File: config.mk
export PLATFORM = sky130hd
export DESIGN_NAME = transmitter
export DESIGN_NICKNAME = d
export VERILOG_FILES = /design/src/source/phy_pkg.sv /design/src/source/tx_pkg.sv /design/src/source/uart_rx.sv /design/src/source/byte_packet_buffer.sv /design/src/source/packet_sorter.sv /design/src/source/signal_modulator.sv /design/src/source/tx_control.sv /design/src/source/transmitter.sv
export SDC_FILE = /design/constraint.sdc
export NUM_CORES = 1
export LEC_CHECK = 0
export BUFFER_PORTS_ARGS = -buffer_cell sky130_fd_sc_hd__buf_2
export CAP_MARGIN = 20
export CORE_UTILIZATION = 60
export DETAILED_ROUTE_END_ITERATION = 16
export PLACE_DENSITY_LB_ADDON = 0.1
export SYNTH_ARGS = -nofsm -noshare
export SYNTH_HDL_FRONTEND = slang
export SYNTH_SLANG_ARGS = --single-unit
File: constraint.sdc
create_clock -name clk_carrier -period 2.65 [get_ports clk_carrier]
set_clock_uncertainty 0.2 [all_clocks]
set_input_delay 0.1325 -clock clk_carrier [delete_from_list [all_inputs] [get_ports clk_carrier]]
set_output_delay 0.1325 -clock clk_carrier [all_outputs]
set_load 0.05 [all_outputs]
File: src/source/phy_pkg.sv
package phy_pkg;

    // UART oversampling on the carrier clock
    localparam int CLKS_PER_BIT = 8;
    localparam int HALF_BIT = CLKS_PER_BIT / 2;
    localparam int BIT_CNT_WIDTH = $clog2(CLKS_PER_BIT);

    // DAC bus driven onto pio
    localparam int DAC_WIDTH = 8;

    // Carrier levels for a 1 bit
    localparam logic [DAC_WIDTH-1:0] DAC_HIGH = 8'hFF;
    localparam logic [DAC_WIDTH-1:0] DAC_LOW = 8'h00;

    // Level for a 0 bit and for an idle line
    localparam logic [DAC_WIDTH-1:0] DAC_MID = 8'h80;

    // Carrier samples per frame bit
    localparam int SAMPLES_PER_BIT = 4;
    localparam int SAMPLE_CNT_WIDTH = $clog2(SAMPLES_PER_BIT);

    // Receiver states
    typedef enum logic [1:0] {
        U_IDLE,
        U_START,
        U_DATA,
        U_STOP
    } uart_state_e;

endpackage

File: src/source/tx_pkg.sv
package tx_pkg;

    // Packet geometry
    localparam int PACKET_BYTES = 4;
    localparam int INDEX_WIDTH = 2;

    // Frame header
    localparam int PREAMBLE_BITS = 8;
    localparam logic [PREAMBLE_BITS-1:0] PREAMBLE = 8'hA5;

    // One tagged byte on the wire
    localparam int FIELD_BITS = INDEX_WIDTH + 8;

    // Whole frame, 48 bits
    localparam int FRAME_BITS = PREAMBLE_BITS + PACKET_BYTES * FIELD_BITS;
    localparam int FRAME_CNT_WIDTH = $clog2(FRAME_BITS);

    // Byte 0 is the first byte received
    typedef struct packed {
        logic [PACKET_BYTES-1:0][7:0] bytes;
    } packet_t;

    // Index goes out ahead of the data
    typedef struct packed {
        logic [INDEX_WIDTH-1:0] index;
        logic [7:0]             data;
    } field_t;

    // Ascending range puts field 0 right after the preamble, MSB first
    typedef struct packed {
        logic [PREAMBLE_BITS-1:0]  preamble;
        field_t [0:PACKET_BYTES-1] fields;
    } frame_t;

    // Control sequencing
    typedef enum logic [1:0] {
        S_IDLE,
        S_SORT,
        S_SEND
    } tx_state_e;

endpackage

File: src/source/uart_rx.sv
module uart_rx
    import phy_pkg::*;
(
    input  logic       clk_carrier,
    input  logic       rst_n,
    input  logic       uart_txd_in,
    output logic [7:0] byte_data,
    output logic       byte_valid
);

    logic                     rx_meta;
    logic                     rx_sync;
    logic                     rx_prev;
    logic                     start_edge;
    logic                     bit_end;
    uart_state_e              state;
    logic [BIT_CNT_WIDTH-1:0] clk_cnt;
    logic [2:0]               bit_idx;

    // Two-flop synchronizer, line idles high
    always_ff @(posedge clk_carrier) begin
        if (!rst_n) begin
            rx_meta <= 1'b1;
            rx_sync <= 1'b1;
            rx_prev <= 1'b1;
        end else begin
            rx_meta <= uart_txd_in;
            rx_sync <= rx_meta;
            rx_prev <= rx_sync;
        end
    end

    assign start_edge = rx_prev && !rx_sync;
    assign bit_end = (clk_cnt == BIT_CNT_WIDTH'(CLKS_PER_BIT - 1));

    always_ff @(posedge clk_carrier) begin
        if (!rst_n) begin
            state      <= U_IDLE;
            clk_cnt    <= '0;
            bit_idx    <= '0;
            byte_valid <= 1'b0;
        end else begin
            byte_valid <= 1'b0;
            case (state)
                U_IDLE: begin
                    bit_idx <= '0;
                    clk_cnt <= '0;
                    if (start_edge) begin
                        // Edge cycle already counts as the first start sample
                        clk_cnt <= BIT_CNT_WIDTH'(1);
                        state   <= U_START;
                    end
                end
                U_START: begin
                    clk_cnt <= clk_cnt + 1'b1;
                    if (clk_cnt == BIT_CNT_WIDTH'(HALF_BIT - 1)) begin
                        clk_cnt <= '0;
                        // Glitch rejection at mid start bit
                        state <= rx_sync ? U_IDLE : U_DATA;
                    end
                end
                U_DATA: begin
                    clk_cnt <= clk_cnt + 1'b1;
                    if (bit_end) begin
                        bit_idx <= bit_idx + 1'b1;
                        if (bit_idx == 3'd7) begin
                            state <= U_STOP;
                        end
                    end
                end
                U_STOP: begin
                    clk_cnt <= clk_cnt + 1'b1;
                    if (bit_end) begin
                        byte_valid <= rx_sync;  // framing error drops the byte
                        state      <= U_IDLE;
                    end
                end
                default: state <= U_IDLE;
            endcase
        end
    end

    // Data bits arrive LSB first
    always_ff @(posedge clk_carrier) begin
        if (state == U_DATA && bit_end) begin
            byte_data <= {rx_sync, byte_data[7:1]};
        end
    end

    a_valid_single: assert property (@(posedge clk_carrier) disable iff (!rst_n)
        byte_valid |=> !byte_valid);

endmodule

File: src/source/byte_packet_buffer.sv
module byte_packet_buffer
    import tx_pkg::*;
(
    input  logic       clk_carrier,
    input  logic       rst_n,
    input  logic [7:0] byte_data,
    input  logic       byte_valid,
    input  logic       take,
    output packet_t    packet,
    output logic       full,
    output logic       overrun
);

    logic [INDEX_WIDTH-1:0] count;
    logic                   write_en;

    // A full packet blocks further writes until it is taken
    assign write_en = byte_valid && !full;

    always_ff @(posedge clk_carrier) begin
        if (!rst_n) begin
            count   <= '0;
            full    <= 1'b0;
            overrun <= 1'b0;
        end else begin
            overrun <= byte_valid && full;
            if (take) begin
                count <= '0;
                full  <= 1'b0;
            end else if (write_en) begin
                count <= count + 1'b1;
                if (count == INDEX_WIDTH'(PACKET_BYTES - 1)) begin
                    full <= 1'b1;
                end
            end
        end
    end

    // Slot storage
    always_ff @(posedge clk_carrier) begin
        if (write_en) begin
            packet.bytes[count] <= byte_data;
        end
    end

    a_take_when_full: assert property (@(posedge clk_carrier) disable iff (!rst_n)
        take |-> full);

endmodule

File: src/source/packet_sorter.sv
module packet_sorter
    import tx_pkg::*;
(
    input  logic    clk_carrier,
    input  logic    rst_n,
    input  logic    take,
    input  packet_t packet,
    output frame_t  frame,
    output logic    sort_done
);

    packet_t                pkt_q;
    logic                   busy;
    logic [INDEX_WIDTH-1:0] idx;

    always_ff @(posedge clk_carrier) begin
        if (!rst_n) begin
            busy      <= 1'b0;
            idx       <= '0;
            sort_done <= 1'b0;
        end else begin
            sort_done <= 1'b0;
            if (take) begin
                busy <= 1'b1;
                idx  <= '0;
            end else if (busy) begin
                idx <= idx + 1'b1;
                if (idx == INDEX_WIDTH'(PACKET_BYTES - 1)) begin
                    busy      <= 1'b0;
                    sort_done <= 1'b1;
                end
            end
        end
    end

    // Snapshot on take so the buffer can refill
    always_ff @(posedge clk_carrier) begin
        if (take) begin
            pkt_q <= packet;
        end
    end

    // One tagged field per cycle, preamble at the head
    always_ff @(posedge clk_carrier) begin
        if (take) begin
            frame.preamble <= PREAMBLE;
        end
        if (busy) begin
            frame.fields[idx].index <= idx;
            frame.fields[idx].data  <= pkt_q.bytes[idx];
        end
    end

endmodule

File: src/source/signal_modulator.sv
module signal_modulator
    import phy_pkg::*;
    import tx_pkg::*;
(
    input  logic                 clk_carrier,
    input  logic                 rst_n,
    input  logic                 mod_start,
    input  frame_t               frame,
    output logic [DAC_WIDTH-1:0] pio,
    output logic                 tx_active,
    output logic                 mod_done
);

    logic [FRAME_BITS-1:0]       shift_q;
    logic [SAMPLE_CNT_WIDTH-1:0] sample_cnt;
    logic [FRAME_CNT_WIDTH-1:0]  bit_cnt;
    logic                        last_sample;
    logic                        last_bit;
    logic                        carrier_phase;
    logic                        cur_bit;

    assign last_sample = (sample_cnt == SAMPLE_CNT_WIDTH'(SAMPLES_PER_BIT - 1));
    assign last_bit = (bit_cnt == FRAME_CNT_WIDTH'(FRAME_BITS - 1));
    assign mod_done = tx_active && last_sample && last_bit;

    // Phase toggles every sample, starting high
    assign carrier_phase = sample_cnt[0];
    assign cur_bit = shift_q[FRAME_BITS-1];

    always_ff @(posedge clk_carrier) begin
        if (!rst_n) begin
            tx_active  <= 1'b0;
            sample_cnt <= '0;
            bit_cnt    <= '0;
        end else if (mod_start) begin
            tx_active  <= 1'b1;
            sample_cnt <= '0;
            bit_cnt    <= '0;
        end else if (tx_active) begin
            sample_cnt <= sample_cnt + 1'b1;
            if (last_sample) begin
                sample_cnt <= '0;
                bit_cnt    <= bit_cnt + 1'b1;
                if (last_bit) begin
                    tx_active <= 1'b0;
                end
            end
        end
    end

    // Frame goes out MSB first
    always_ff @(posedge clk_carrier) begin
        if (mod_start) begin
            shift_q <= frame;
        end else if (tx_active && last_sample) begin
            shift_q <= {shift_q[FRAME_BITS-2:0], 1'b0};
        end
    end

    // On-off keying around the mid level
    always_comb begin
        if (!tx_active || !cur_bit) begin
            pio = DAC_MID;
        end else if (carrier_phase) begin
            pio = DAC_LOW;
        end else begin
            pio = DAC_HIGH;
        end
    end

    a_start_when_idle: assert property (@(posedge clk_carrier) disable iff (!rst_n)
        mod_start |-> !tx_active);

endmodule

File: src/source/tx_control.sv
module tx_control
    import tx_pkg::*;
(
    input  logic clk_carrier,
    input  logic rst_n,
    input  logic full,
    input  logic sort_done,
    input  logic mod_done,
    output logic take,
    output logic mod_start
);

    tx_state_e state;

    // One frame in the sorter and one in the modulator at most
    always_ff @(posedge clk_carrier) begin
        if (!rst_n) begin
            state     <= S_IDLE;
            take      <= 1'b0;
            mod_start <= 1'b0;
        end else begin
            take      <= 1'b0;
            mod_start <= 1'b0;
            case (state)
                S_IDLE: begin
                    if (full) begin
                        take  <= 1'b1;
                        state <= S_SORT;
                    end
                end
                S_SORT: begin
                    if (sort_done) begin
                        mod_start <= 1'b1;
                        state     <= S_SEND;
                    end
                end
                S_SEND: begin
                    // Waiting packet is picked up once back in idle
                    if (mod_done) begin
                        state <= S_IDLE;
                    end
                end
                default: state <= S_IDLE;
            endcase
        end
    end

    a_done_in_sort: assert property (@(posedge clk_carrier) disable iff (!rst_n)
        sort_done |-> state == S_SORT);

endmodule

File: src/source/transmitter.sv
module transmitter
    import phy_pkg::*;
    import tx_pkg::*;
(
    input  logic                 clk_carrier,
    input  logic                 rst_n,
    input  logic                 uart_txd_in,
    output logic [DAC_WIDTH-1:0] pio,
    output logic                 tx_active,
    output logic                 overrun
);

    logic [7:0] byte_data;
    logic       byte_valid;
    packet_t    packet;
    logic       full;
    logic       take;
    frame_t     frame;
    logic       sort_done;
    logic       mod_start;
    logic       mod_done;

    uart_rx u_uart_rx (
        .clk_carrier(clk_carrier),
        .rst_n      (rst_n),
        .uart_txd_in(uart_txd_in),
        .byte_data  (byte_data),
        .byte_valid (byte_valid)
    );

    byte_packet_buffer u_buffer (
        .clk_carrier(clk_carrier),
        .rst_n      (rst_n),
        .byte_data  (byte_data),
        .byte_valid (byte_valid),
        .take       (take),
        .packet     (packet),
        .full       (full),
        .overrun    (overrun)
    );

    packet_sorter u_sorter (
        .clk_carrier(clk_carrier),
        .rst_n      (rst_n),
        .take       (take),
        .packet     (packet),
        .frame      (frame),
        .sort_done  (sort_done)
    );

    signal_modulator u_modulator (
        .clk_carrier(clk_carrier),
        .rst_n      (rst_n),
        .mod_start  (mod_start),
        .frame      (frame),
        .pio        (pio),
        .tx_active  (tx_active),
        .mod_done   (mod_done)
    );

    tx_control u_control (
        .clk_carrier(clk_carrier),
        .rst_n      (rst_n),
        .full       (full),
        .sort_done  (sort_done),
        .mod_done   (mod_done),
        .take       (take),
        .mod_start  (mod_start)
    );

endmodule

==> impl_metrics.json <==
{
  "utilization_pct": 70.1,
  "die-area_um2": 12600,
  "drv_slew": 0,
  "grt_pass1_wl_mm": 17.3,
  "start_kind": "register",
  "first_pass_iters": 4,
  "cts_root_buf": "clkbuf_16",
  "floorplan.core_area_um2": 11600,
  "synth_cells": 432,
  "drc": 0,
  "power_uw": 5820,
  "ys_types": 37,
  "synth_top_area_share_pct": 65.8,
  "post-route-period-util_pct": 74.3,
  "powerDensity_nw_per_um2": 714,
  "synth_enable_flop_cells": 160,
  "drtIter0Drc": 151,
  "cts_sinks": 193,
  "wire_per_inst_um": 17.3,
  "outcome": "completed",
  "rsz0062_at_grt": "false",
  "drv_cap": 0,
  "tightestPinTransition_ps": 577,
  "overflow": 0,
  "grt_util_all_layers_pct": 18.9,
  "drt_wl_total_mm": 10.5,
  "post_cts_resized": 0,
  "tns_ps": 0,
  "syn_area_um2": 7300,
  "start_util_pct": 62.9,
  "holdCritPathClass": "reg2reg",
  "ys_warn_count": 0,
  "cts_buffers": 17,
  "cpLargestDelayFamily": "simple AND/OR/NAND/NOR gates",
  "synthFlopType": "edfxtp_1",
  "place.gp.congestion": 0.778,
  "antenna_cells": 0,
  "power_leakage_uw": 0.00278,
  "hold_viol": 0,
  "path_class": "reg2reg",
  "final_antenna_net_count": 0,
  "synth_area_leader_cell": "edfxtp_1",
  "grt_max_degree": 49,
  "cp_slowest_stage_delay_ps": 540,
  "antenna_found_initial": 0,
  "vias": 3305,
  "final_cells": 609,
  "placed_cells_incl_taps": 574,
  "cts_tree": "done",
  "ir_drop_mv": 0.526,
  "synth_area_leaders": "edfxtp_1 (66%), dfxtp_1 (9.0%), mux2_2 (6.0%)",
  "cp.arrival_ps": 1830,
  "syn_avg_cell_area_um2": 16.9,
  "cts_buffer_depth": 2,
  "htreeDepth": 4,
  "cp_num_buf_inv": 0,
  "syn-num-nets": 451,
  "relSlewSlack_pct": 61.6,
  "ys_ff_latch": 193,
  "dp_hpwl_mm": 6.77,
  "period_minus_slack_ps": 1970,
  "rows": 39,
  "design.final.nets": 472,
  "clk_latency_ps": 430,
  "drive_gt1_share_pct": 21.5,
  "cts_setup_buffers": 0,
  "via_per_inst": 5.43,
  "die_x_um": 112,
  "path_cells": "ha_1 -> and2_1",
  "synth_seq_area_share_pct": 74.9,
  "max_freq_mhz": 508,
  "critPathRequiredTime_ps": 2510,
  "grt_pass1_vias": 3335,
  "portBuffers": 12,
  "setup_violations": 0,
  "cp_max_fo": 10,
  "async_flop_share_pct": 0,
  "slowest_stage": "and2_1",
  "cp-end-kind": "register",
  "pin_count": 13,
  "area_growth_pct": 11.6,
  "clk_pin_slew_worst_paths_ps": 60,
  "dieHeight_um": 112
}
## cells in the final DEF (no fill, tap or decap), types with 2 or more instances in the layout
| cell | n |
|---|---|
| nand2b_1 | 5 |
| mux2i_1 | 4 |
| buf_12 | 2 |
| nand2_1 | 13 |
| mux4_2 | 8 |
| or3_1 | 3 |
| clkbuf_8 | 2 |
| a21oi_1 | 7 |
| a211oi_1 | 2 |
| clkbuf_16 | 22 |
| o21ai_0 | 10 |
| nor2b_1 | 10 |
| nor3_1 | 3 |
| xor2_1 | 2 |
| and2_1 | 41 |
| nand3_1 | 7 |
| edfxtp_1 | 160 |
| or2_2 | 4 |
| mux2_2 | 39 |
| xnor2_1 | 4 |
| dlygate4sd3_1 | 3 |
| clkinv_2 | 2 |
| nor3b_1 | 2 |
| dfxtp_1 | 32 |
| inv_4 | 3 |
| o21a_1 | 2 |
| ha_1 | 16 |
| inv_1 | 15 |
| buf_2 | 12 |
| nor2_1 | 13 |
| and3_1 | 2 |
| buf_4 | 4 |
## timing repair
| action | CTS | global route |
|---|---|---|
| endpoints found under the setup margin | 0 | 0 |
| endpoints found under the hold margin | 16 | 0 |
| hold buffers | 3 | 0 |
## sequential cells by signal (all words and copies together) (netlist names), 2 cells and up, named ones only
| name | count |
|---|---|
| u_control.state | 2 |
| u_sorter.frame | 40 |
| u_modulator.bit_cnt | 6 |
| u_buffer.packet | 32 |
| u_uart_rx.bit_idx | 3 |
| u_modulator.shift_q | 48 |
| u_uart_rx.byte_data | 8 |
| u_uart_rx.clk_cnt | 3 |
| u_sorter.pkt_q | 32 |
| u_buffer.count | 2 |
| u_sorter.idx | 2 |
| u_modulator.sample_cnt | 2 |
## through the flow
stage | worst slack [ps] | hold WS (ps) | area, um^2
after floorplan | 38.9 | 34.0 | 7300
final | 681 | 213 | 8150
after global placement | 685 | 111 | 7500
after detailed placement | 689 | 123 | 7500
after CTS | 658 | 216 | 8150
after global routing | 532 | 218 | 8150
## Yosys cell counts (2+ instances only)
cell type / count
ha_1: 16
or3_1: 3
a21oi_1: 7
nand3_1: 7
clkbuf_1: 2
nor3b_1: 2
nor2b_1: 10
inv_1: 13
and3_1: 2
nor2_1: 13
xor2_1: 2
nor3_1: 3
buf_2: 9
o21ai_0: 10
or2_2: 4
nand2b_1: 5
nand2_1: 14
dfxtp_1: 33
a211oi_1: 2
xnor2_1: 4
o21a_1: 2
and2_1: 41
edfxtp_1: 160
mux2i_1: 4
mux2_2: 39
mux4_2: 8
buf_4: 7
## power breakdown
part / switching [uW] / leakage (uW) / total, uW / internal, uW
sequential: 4.47 / 0.00172 / 3240 / 3240
combinational: 13.0 / 0.000745 / 22.7 / 9.65
clock: 1020 / 0.000319 / 2550 / 1530
## area by class of cell
| cell class | instances | area, um^2 |
|---|---|---|
| Inverter | 13 | 48.8 |
| Sequential cell | 193 | 5470 |
| Tap cell | 143 | 179 |
| Fill cell | 755 | 3470 |
| Multi-Input combinational cell | 207 | 1670 |
| Clock buffer | 25 | 582 |
| Clock inverter | 7 | 36.3 |
| Timing Repair Buffer | 21 | 160 |
## per-layer routing
metal  track usage [%]  vias to the layer above  share of wire, %  wire length [um]
met2              30.4                       58                48              5100
met3              5.99                       14               3.6               375
met5                 0                        -                 0                 0
met1              24.0                     1601                46              4890
met4              8.27                        0               1.6               167
li1                  -                     1632                 -                 -
## final timing paths
kind / startpoint / depth (start not counted) / slack [ps] / endpoint
min: u_uart_rx.rx_meta / 1 / 210 / u_uart_rx.rx_sync
min reg2reg: u_uart_rx.rx_meta / 1 / 210 / u_uart_rx.rx_sync
max: u_sorter.idx[0] / 2 / 680 / u_sorter.frame[21]
max reg2reg: u_sorter.idx[0] / 2 / 680 / u_sorter.frame[21]
## logic make-up (layout without fill, tap and decap cells)
logic type                 after synthesis  in the layout  share of synthesized area [%]
AOI/OAI and AO/OA                       26             26                           2.14
muxes                                   51             51                           9.03
xor gates and xnor gates                 6              6                          0.720
and+or+nand+nor                        108            108                           8.24
DFF                                    193            193                           74.9
adders and majority gates               16             16                           2.74
buffers and inverters                   32             66                           2.26
Power figures use the tool's default switching activity.
